<file path="config.mk">
export PLATFORM = sky130hd
export DESIGN_NAME = x25519_mult
export DESIGN_NICKNAME = d
export VERILOG_FILES = /design/src/x25519_pkg.sv /design/src/x25519_limb_counter.sv /design/src/x25519_mult.sv /design/src/x25519_mult_ctrl.sv /design/src/x25519_mult_pass.sv /design/src/x25519_squeeze.sv
export VERILOG_INCLUDE_DIRS = /design/src
export SDC_FILE = /design/constraint.sdc
export NUM_CORES = 2
export LEC_CHECK = 0
export ABC_AREA = 1
export BUFFER_PORTS_ARGS = -buffer_cell sky130_fd_sc_hd__buf_2
export CORE_MARGIN = 2
export CORE_UTILIZATION = 55
export CTS_CLUSTER_DIAMETER = 30
export DETAILED_ROUTE_END_ITERATION = 10
export PLACE_DENSITY = 0.77
export REMOVE_ABC_BUFFERS = 1
export SLEW_MARGIN = 20
export SYNTH_ARGS = -nofsm -noshare
export SYNTH_HDL_FRONTEND = slang
export SYNTH_SLANG_ARGS = --single-unit
</file>
<file path="constraint.sdc">
create_clock -name clk -period 54.7 [get_ports clk]
set_clock_uncertainty 0.2 [all_clocks]
set_input_delay 10.94 -clock clk [delete_from_list [all_inputs] [get_ports clk]]
set_output_delay 10.94 -clock clk [all_outputs]
set_load 0.01 [all_outputs]
</file>
<file path="src/x25519_params.svh">
`ifndef X25519_PARAMS_SVH
`define X25519_PARAMS_SVH

// Field element layout, radix 2^8
`define X25519_LIMB_W 8

// 32 limbs give 256 bits per operand
`define X25519_NLIMBS 32

// Width of one column sum
// 32 terms of 255 * 255 * 38 stay under 2^27
`define X25519_COL_W 32

// 2^256 mod (2^255 - 19)
// Weight for wrapped partial products and top carries
`define X25519_FOLD_MUL 38

`endif

</file>
<file path="src/x25519_pkg.sv">
`include "x25519_params.svh"

package x25519_pkg;

	// One field element, limb 0 in the low byte
	typedef logic [`X25519_NLIMBS-1:0][`X25519_LIMB_W-1:0] fe_t;

	// Multiplier inputs, captured together at start
	typedef struct packed {
		fe_t a;                            // Left operand
		fe_t b;                            // Right operand
	} mult_operands_t;

	// One finished column from the multiply pass
	typedef struct packed {
		logic [4:0]               idx;     // Output limb this sum belongs to
		logic [`X25519_COL_W-1:0] sum;     // Weighted sum of all terms
	} column_t;

	// Sequencer states
	typedef enum logic [2:0] {
		IDLE,                              // Waiting for start
		CAPTURE,                           // Operand load, counter clear
		PASS,                              // One limb pair per cycle
		DRAIN,                             // Squeeze finishing alone
		DONE                               // Single-cycle done strobe
	} ctrl_state_t;

endpackage

</file>
<file path="src/x25519_limb_counter.sv">
`timescale 1ns/1ps
`include "x25519_params.svh"

module x25519_limb_counter (
	input  logic       clk,
	input  logic       rst_n,
	input  logic       count_en,           // Advance one term
	input  logic       clear,              // Back to column 0, term 0
	output logic [4:0] col_idx,            // Output limb being built
	output logic [4:0] term_idx,           // Limb of a in use
	output logic       term_last,
	output logic       col_last
);

	localparam logic [4:0] IDX_LAST = 5'(`X25519_NLIMBS - 1);

	always_ff @(posedge clk or negedge rst_n) begin
		if (!rst_n) begin
			col_idx  <= '0;
			term_idx <= '0;
		end else if (clear) begin
			col_idx  <= '0;
			term_idx <= '0;
		end else if (count_en) begin
			term_idx <= term_idx + 5'd1;   // Wraps to 0 after 31
			if (term_last) begin
				col_idx <= col_idx + 5'd1; // Next column on term wrap
			end
		end
	end

	// Decoded from current indices
	assign term_last = (term_idx == IDX_LAST);
	assign col_last  = (col_idx == IDX_LAST);

endmodule

</file>
<file path="src/x25519_mult.sv">
`timescale 1ns/1ps

module x25519_mult (
	input  logic                       clk,
	input  logic                       rst_n,
	input  logic                       start,    // Single-cycle strobe
	input  x25519_pkg::mult_operands_t operands, // Sampled with start
	output logic                       busy,
	output logic                       done,     // Single-cycle strobe
	output x25519_pkg::fe_t            result
);

	logic                capture;
	logic                count_en;
	logic [4:0]          col_idx;
	logic [4:0]          term_idx;
	logic                term_last;
	logic                col_last;
	x25519_pkg::column_t column;
	logic                col_valid;
	logic                sq_done;

	x25519_mult_ctrl i_ctrl (
		.clk       (clk),
		.rst_n     (rst_n),
		.start     (start),
		.col_last  (col_last),
		.term_last (term_last),
		.sq_done   (sq_done),
		.capture   (capture),
		.count_en  (count_en),
		.busy      (busy),
		.done      (done)
	);

	// Clear shares the capture pulse
	x25519_limb_counter i_counter (
		.clk       (clk),
		.rst_n     (rst_n),
		.count_en  (count_en),
		.clear     (capture),
		.col_idx   (col_idx),
		.term_idx  (term_idx),
		.term_last (term_last),
		.col_last  (col_last)
	);

	x25519_mult_pass i_pass (
		.clk       (clk),
		.rst_n     (rst_n),
		.capture   (capture),
		.operands  (operands),
		.count_en  (count_en),
		.col_idx   (col_idx),
		.term_idx  (term_idx),
		.term_last (term_last),
		.column    (column),
		.col_valid (col_valid)
	);

	x25519_squeeze i_squeeze (
		.clk       (clk),
		.rst_n     (rst_n),
		.column    (column),
		.col_valid (col_valid),
		.result    (result),
		.sq_done   (sq_done)
	);

endmodule

</file>
<file path="src/x25519_mult_ctrl.sv">
`timescale 1ns/1ps

module x25519_mult_ctrl (
	input  logic clk,
	input  logic rst_n,
	input  logic start,                    // Single-cycle request
	input  logic col_last,                 // Counter on final column
	input  logic term_last,                // Counter on final term of a column
	input  logic sq_done,                  // Squeeze has the reduced value
	output logic capture,                  // Load operands, clear counter
	output logic count_en,                 // Step the column passes
	output logic busy,
	output logic done
);

	x25519_pkg::ctrl_state_t state;
	x25519_pkg::ctrl_state_t state_nxt;

	always_comb begin
		state_nxt = state;                 // Hold by default
		case (state)
			x25519_pkg::IDLE: begin
				if (start) begin
					state_nxt = x25519_pkg::CAPTURE;
				end
			end
			x25519_pkg::CAPTURE: begin
				state_nxt = x25519_pkg::PASS;  // Operands valid next cycle
			end
			x25519_pkg::PASS: begin
				if (term_last && col_last) begin
					state_nxt = x25519_pkg::DRAIN; // Last limb pair just issued
				end
			end
			x25519_pkg::DRAIN: begin
				if (sq_done) begin
					state_nxt = x25519_pkg::DONE;
				end
			end
			x25519_pkg::DONE: begin
				state_nxt = x25519_pkg::IDLE;
			end
			default: begin
				state_nxt = x25519_pkg::IDLE;
			end
		endcase
	end

	always_ff @(posedge clk or negedge rst_n) begin
		if (!rst_n) begin
			state <= x25519_pkg::IDLE;
		end else begin
			state <= state_nxt;
		end
	end

	// Operands load on the accepted start edge
	assign capture  = (state == x25519_pkg::IDLE) && start;

	// Moore outputs, all low in IDLE
	assign count_en = (state == x25519_pkg::PASS);
	assign done     = (state == x25519_pkg::DONE);

	// Start is only looked at in IDLE, so a start while busy drops
	assign busy = (state == x25519_pkg::CAPTURE) ||
		(state == x25519_pkg::PASS) ||
		(state == x25519_pkg::DRAIN);

endmodule

</file>
<file path="src/x25519_mult_pass.sv">
`timescale 1ns/1ps
`include "x25519_params.svh"

module x25519_mult_pass (
	input  logic                       clk,
	input  logic                       rst_n,
	input  logic                       capture,   // Load operand registers
	input  x25519_pkg::mult_operands_t operands,
	input  logic                       count_en,  // One limb pair this cycle
	input  logic [4:0]                 col_idx,
	input  logic [4:0]                 term_idx,
	input  logic                       term_last, // Column complete after this term
	output x25519_pkg::column_t        column,
	output logic                       col_valid
);

	localparam int LIMB_W = `X25519_LIMB_W;
	localparam int COL_W  = `X25519_COL_W;

	x25519_pkg::mult_operands_t opnd_q;   // Held for the whole run
	logic [4:0]                 b_idx;
	logic                       wrap;
	logic [2*LIMB_W-1:0]        prod;
	logic [COL_W-1:0]           term;
	logic [COL_W-1:0]           acc;

	always_ff @(posedge clk) begin
		if (capture) begin
			opnd_q <= operands;
		end
	end

	always_comb begin
		b_idx = col_idx - term_idx;        // Mod 32 by width
		wrap  = (term_idx > col_idx);      // Term lands above 2^256
		prod  = opnd_q.a[term_idx] * opnd_q.b[b_idx];
		term  = {{(COL_W-2*LIMB_W){1'b0}}, prod};
		if (wrap) begin
			term = term * `X25519_FOLD_MUL; // 2^256 folds to 38
		end
	end

	// Accumulator and strobe
	always_ff @(posedge clk or negedge rst_n) begin
		if (!rst_n) begin
			acc       <= '0;
			col_valid <= 1'b0;
		end else begin
			col_valid <= count_en && term_last;
			if (capture) begin
				acc <= '0;
			end else if (count_en) begin
				acc <= term_last ? '0 : acc + term; // Restart for next column
			end
		end
	end

	// Column payload, valid with col_valid
	always_ff @(posedge clk) begin
		if (count_en && term_last) begin
			column.idx <= col_idx;
			column.sum <= acc + term;      // Include the final term
		end
	end

endmodule

</file>
<file path="src/x25519_squeeze.sv">
`timescale 1ns/1ps
`include "x25519_params.svh"

module x25519_squeeze (
	input  logic                clk,
	input  logic                rst_n,
	input  x25519_pkg::column_t column,
	input  logic                col_valid,    // One column, no back-pressure
	output x25519_pkg::fe_t     result,       // Canonical product
	output logic                sq_done
);

	localparam int LIMB_W = `X25519_LIMB_W;
	localparam int COL_W  = `X25519_COL_W;
	localparam int FE_W   = `X25519_LIMB_W * `X25519_NLIMBS;

	// 2^255 - 19, low byte 0xed
	localparam logic [FE_W-1:0] P = {1'b0, {(FE_W-6){1'b1}}, 5'b01101};

	typedef enum logic [1:0] {
		SQ_COLLECT,                        // Taking columns from the pass
		SQ_FOLD,                           // Top carry sweeps through limbs
		SQ_SUB                             // Two compare-subtract cycles
	} sq_phase_t;

	sq_phase_t        phase;
	x25519_pkg::fe_t  work;                // Value under reduction
	logic [COL_W-1:0] carry;               // Running carry, also fold value
	logic [4:0]       fold_idx;            // Limb touched by the sweep
	logic             sub_second;          // Second subtract cycle
	logic [COL_W-1:0] col_sum;
	logic [COL_W-1:0] col_carry;
	logic [COL_W-1:0] fold_sum;
	logic [COL_W-1:0] fold_carry;
	logic [FE_W-1:0]  work_flat;
	logic [FE_W-1:0]  work_red;

	always_comb begin
		col_sum    = column.sum + carry;   // Carry left clear by the last run
		col_carry  = col_sum >> LIMB_W;
		fold_sum   = {{(COL_W-LIMB_W){1'b0}}, work[fold_idx]} + carry;
		fold_carry = fold_sum >> LIMB_W;
		work_flat  = work;
		work_red   = (work_flat >= P) ? work_flat - P : work_flat; // Conditional subtract
	end

	// Working limbs
	always_ff @(posedge clk) begin
		if (col_valid) begin
			work[column.idx] <= col_sum[LIMB_W-1:0]; // Low byte is final for now
		end else if (phase == SQ_FOLD) begin
			work[fold_idx] <= fold_sum[LIMB_W-1:0];
		end else if (phase == SQ_SUB) begin
			work <= work_red;
		end
	end

	// Sequencing of the three phases
	always_ff @(posedge clk or negedge rst_n) begin
		if (!rst_n) begin
			phase      <= SQ_COLLECT;
			carry      <= '0;
			fold_idx   <= '0;
			sub_second <= 1'b0;
			sq_done    <= 1'b0;
		end else begin
			sq_done <= 1'b0;
			case (phase)
				SQ_COLLECT: begin
					if (col_valid) begin
						if (column.idx == 5'd31) begin
							carry    <= col_carry * `X25519_FOLD_MUL; // Bits above 2^256
							fold_idx <= '0;
							phase    <= SQ_FOLD;
						end else begin
							carry <= col_carry;
						end
					end
				end
				SQ_FOLD: begin
					fold_idx <= fold_idx + 5'd1;
					if (fold_idx == 5'd31) begin
						if (fold_carry != '0) begin
							carry <= fold_carry * `X25519_FOLD_MUL; // Another sweep
						end else begin
							carry      <= '0;
							sub_second <= 1'b0;
							phase      <= SQ_SUB;  // Value now below 2^256
						end
					end else begin
						carry <= fold_carry;
					end
				end
				SQ_SUB: begin
					sub_second <= 1'b1;
					if (sub_second) begin
						sq_done <= 1'b1;           // Below p after two subtracts
						phase   <= SQ_COLLECT;
					end
				end
				default: begin
					phase <= SQ_COLLECT;
				end
			endcase
		end
	end

	// Output holds until the next run finishes
	always_ff @(posedge clk) begin
		if (sq_done) begin
			result <= work;
		end
	end

endmodule
</file>
==> results.yml, run 1 <==
run_status:
  status: "stopped before the end"
  haltStage: "5_1_grt"
  error: "[ERROR GRT-0232] Routing congestion too high. Check the congestion heatmap in the GUI."
global_routing:
  grt_max_degree: 195
  grt_usage: 0.7027
  antenna_found_initial: 114
  overflow: 31
placed_design:
  place_ws_ns: 40.61
  dp_hpwl_um: 286600
  dp.cells: 10900
  gp_congestion: 1.211
  numPortBuffers: 772
die:
  fp.dieH_um: 368.8
  start_util: 0.5553
  io_pins: 773
  fp-row-count: 133
  die_w_um: 368.8
synth:
  yosysSeqAreaShare: 0.4644
  syn_inst: 8545
  synth_area_um2: 73180
  synthFlopType: "edfxtp_1"
  synth.most_common_cell: "nand2_1"
  yosysWarnings: 0
  synth_cell_types: 71
  synth_top_area_frac: 0.4354
  synthArstFlopShare: 0.07417
  synthTopCellsByArea: "edfxtp_1 (44%), nand2_1 (9.4%), nor2_1 (5.2%)"
  synth_top_cells_by_count: "nand2_1 (1827), edfxtp_1 (1061), nor2_1 (1007)"
  synth_top_cell_by_area: "edfxtp_1"
  synth_edf_count: 1061
  syn_avg_cell_area_um2: 8.564
  ys_ff_latch: 1146
clock_tree:
  cts_hold_buffers: 0
  cts_buffers: 224
  cts_sinks: 1146
  post_cts_resize_count: 0
  cts_setup_buffers: 0
  htreeDepth: 4
  cts.path.max_buffers: 3
  root_buffer: "clkbuf_16"
[through the flow]
step                      instance area, um2  hold WS (ns)
after floorplan                        72080        0.2419
after global placement                 79020        0.2571
after detailed placement               79030        0.2881
after CTS                              87040        0.2994
[cells by family after synthesis]
group	share of synthesized area
AOI/OAI and AO/OA	0.1167
xor gates and xnor gates	0.03532
adders and majority gates	0.06815
buffers and inverters	0.06742
DFF	0.4644
muxes	0.01860
and+or+nand+nor	0.2293
[per-layer routing]
layer / overflow / track usage
met3: 0 / 0.5123
met2: 10 / 0.8915
met5: 0 / 0.2618
met1: 1 / 0.7014
met4: 20 / 0.7067
==> run 2: changes to the inputs <==
--- a/config.mk
+++ b/config.mk
@@ -9,10 +9,9 @@
 export ABC_AREA = 1
 export BUFFER_PORTS_ARGS = -buffer_cell sky130_fd_sc_hd__buf_2
 export CORE_MARGIN = 2
-export CORE_UTILIZATION = 55
-export CTS_CLUSTER_DIAMETER = 30
+export CORE_UTILIZATION = 40
 export DETAILED_ROUTE_END_ITERATION = 10
-export PLACE_DENSITY = 0.77
+export PLACE_DENSITY_LB_ADDON = 0.15
 export REMOVE_ABC_BUFFERS = 1
 export SLEW_MARGIN = 20
 export SYNTH_ARGS = -nofsm -noshare
==> run 2 against run 1 <==
The run now ends clean; synthesized area unchanged; synthesized cell count unchanged.
==> results.yml, run 2 <==
detailed_routing:
  drtIter0Drc: 8751
  viasPerCell: 5.948
  antenna_left: 0
  drt_wl_total_um: 388700
  wire_per_inst_um: 32.97
  vias: 70140
  dr.pass1.iters: 9
  post-route-drc-count: 0
synth:
  ys_ff_latch: 1146
  synthFlopType: "edfxtp_1"
  synthArstFlopShare: 0.07417
  synth_edf_count: 1061
  syn_avg_cell_area_um2: 8.564
  synth.most_common_cell: "nand2_1"
  synth_area_um2: 73180
  yosysWarnings: 0
  syn_inst: 8545
  yosysSeqAreaShare: 0.4644
  synth_top_area_frac: 0.4354
  synth_top_cell_by_area: "edfxtp_1"
  synth_top_cells_by_count: "nand2_1 (1827), edfxtp_1 (1061), nor2_1 (1007)"
  synthTopCellsByArea: "edfxtp_1 (44%), nand2_1 (9.4%), nor2_1 (5.2%)"
  synth_cell_types: 71
global_routing:
  first_global_vias: 66840
  overflow: 0
  grt_max_degree: 185
  antenna_found_initial: 54
  grt_usage: 0.4073
  grt_pass1_wl_um: 524200
hold_path:
  hp-start: "i_squeeze.sub_second"
  holdPathStages: 2
  min_to: "i_squeeze.sub_second"
  min-delay-path-class: "flip-flop to flip-flop"
critical_path:
  worstSetupPathType: "flip-flop to output pin"
  path_cells: "nor2_1, inv_1, nor2_1, inv_1, o21ai_0, inv_1, nand2_1, buf_2"
  slowest_stage: "nor2_1"
  worstPathArrival_ns: 2.77
  cp-start-kind: "flip-flop"
  critPathTopFamily: "simple AND/OR/NAND/NOR gates"
  r2r_slack_ns: 41.94
  crit_required_ns: 43.56
  reg2reg_from: "i_counter.term_idx[0]"
  cp-end-kind: "output pin"
  crit_top_cell: "inv_1"
  worstPathMaxFanout: 8
  r2r_cells: 46
  cp.buffers_inverters: 4
  cpPeakStageDelay_ns: 0.50
  rr_endpoint: "i_pass.column[26]"
finish:
  final_common_cell: "nand2_1"
  layout-drive-gt1-share: 0.1448
  final_cell_mix: "nand2_1 (1823), edfxtp_1 (1061), nor2_1 (995)"
  fill_cells: 17830
  nNetsFinal: 10140
  largestRegisters: "i_pass.opnd_q: 512 flops, i_squeeze.result: 256 flops, i_squeeze.work: 256 flops"
  largest_register_ffs: 512
  top_register: "i_pass.opnd_q"
  areaGrowthSynthToFinish_pct: 15.31
sta:
  tightest_slew_ns: 1.342
  fin_crit_sh: 0.2544
  rsz0062_at_grt: "false"
  final-max-slew-violation-count: 0
  max_freq_mhz: 71.87
  min_period_ns: 13.91
  setup-violations-final: 0
  setup_tns_ns: 0
  slew_headroom: 0.1021
  hold_viol: 0
run_status:
  status: "complete, no violations"
clock_tree:
  clk_pin_slew_ns: 0.06
  cts_buffers: 130
  clk_latency_ns: 0.84
  cts_sinks: 1146
  cts_tree: "done"
  root_buffer: "clkbuf_16"
  cts_hold_buffers: 0
  htreeDepth: 4
  post_cts_resize_count: 0
  cts_setup_buffers: 0
  cts.path.max_buffers: 3
placed_design:
  numPortBuffers: 772
  dp_hpwl_um: 307400
  gp_congestion: 1.155
die:
  fp.dieH_um: 431.7
  core_area_um2: 181300
  start_util: 0.4036
  die_w_um: 431.7
  io_pins: 773
  die-area_um2: 186400
  fp-row-count: 156
flow_run:
  drv_cap: 0
## run 2: cell counts after synthesis
Identical to the previous run, type by type.
## run 2: per-stage QoR
stage | cell area [um2] | std cells | hold slack [ns] | util | setup slack (ns)
floorplan | 72080 | 8282 | 0.2419 | - | 13.58
global placement | 79870 | 11520 | 0.2570 | 0.4405 | 40.44
detailed placement | 79890 | 11520 | 0.2674 | 0.4406 | 40.41
CTS | 84280 | 11760 | 0.2837 | 0.4648 | 40.71
global route | 84330 | 11770 | 0.3127 | 0.4651 | 40.62
finish | 84380 | 11790 | 0.2819 | 0.4654 | 40.79
## run 2: metal layers
metal,vias to the layer above,GRT usage,share of wire
met1,33690,0.4663,0.36
met2,4414,0.6506,0.45
met4,24,0.3415,0.10
met3,1197,0.09029,0.087
met5,-,0,0.00043
li1,30820,-,-
## run 2: worst min-delay path, stage by stage, from the launching register on
cell     delay [ns]
dfrtp_1        0.34
nand2_1        0.05
nand2_1        0.05
## run 2: worst max-delay path by stage
stage | start | to | slack [ns] | cells past startpoint
2_1_floorplan | start | i_counter.term_idx[1] | 13.58 | 5
3_5_place_dp | start | i_pass.opnd_q[144] | 40.41 | 6
5_1_grt | i_ctrl.state[0] | busy | 40.62 | 8
4_1_cts | i_ctrl.state[0] | busy | 40.71 | 8
6_report | i_ctrl.state[2] | busy | 40.79 | 8
3_3_place_gp | start | i_pass.opnd_q[144] | 40.44 | 6
## run 2: cell families after synthesis
family,after synthesis,share of synthesized area
multiplexers,128,0.01860
AND/OR/NAND/NOR,3874,0.2293
adder cells (fa/ha/maj),344,0.06815
AO/OA/AOI/OAI,1477,0.1167
flip-flops,1146,0.4644
buffers and inverters,1283,0.06742
XOR/XNOR,293,0.03532
## run 2: final cells by class
class | count | area, um2 | area share
multi-input combinational | 6116 | 34460 | 0.4084
tap | 2370 | 2965 | 0.03514
inverter | 1020 | 3850 | 0.04563
clock inverter | 80 | 1006 | 0.01192
clock buffer | 157 | 3385 | 0.04011
timing repair buffer | 871 | 4634 | 0.05492
antenna | 31 | 77.57 | 0.0009193
sequential | 1146 | 34010 | 0.4030
Power of run 2 is not shown: default switching activity piles up to over one toggle a cycle in this logic, so the estimate is an artifact.
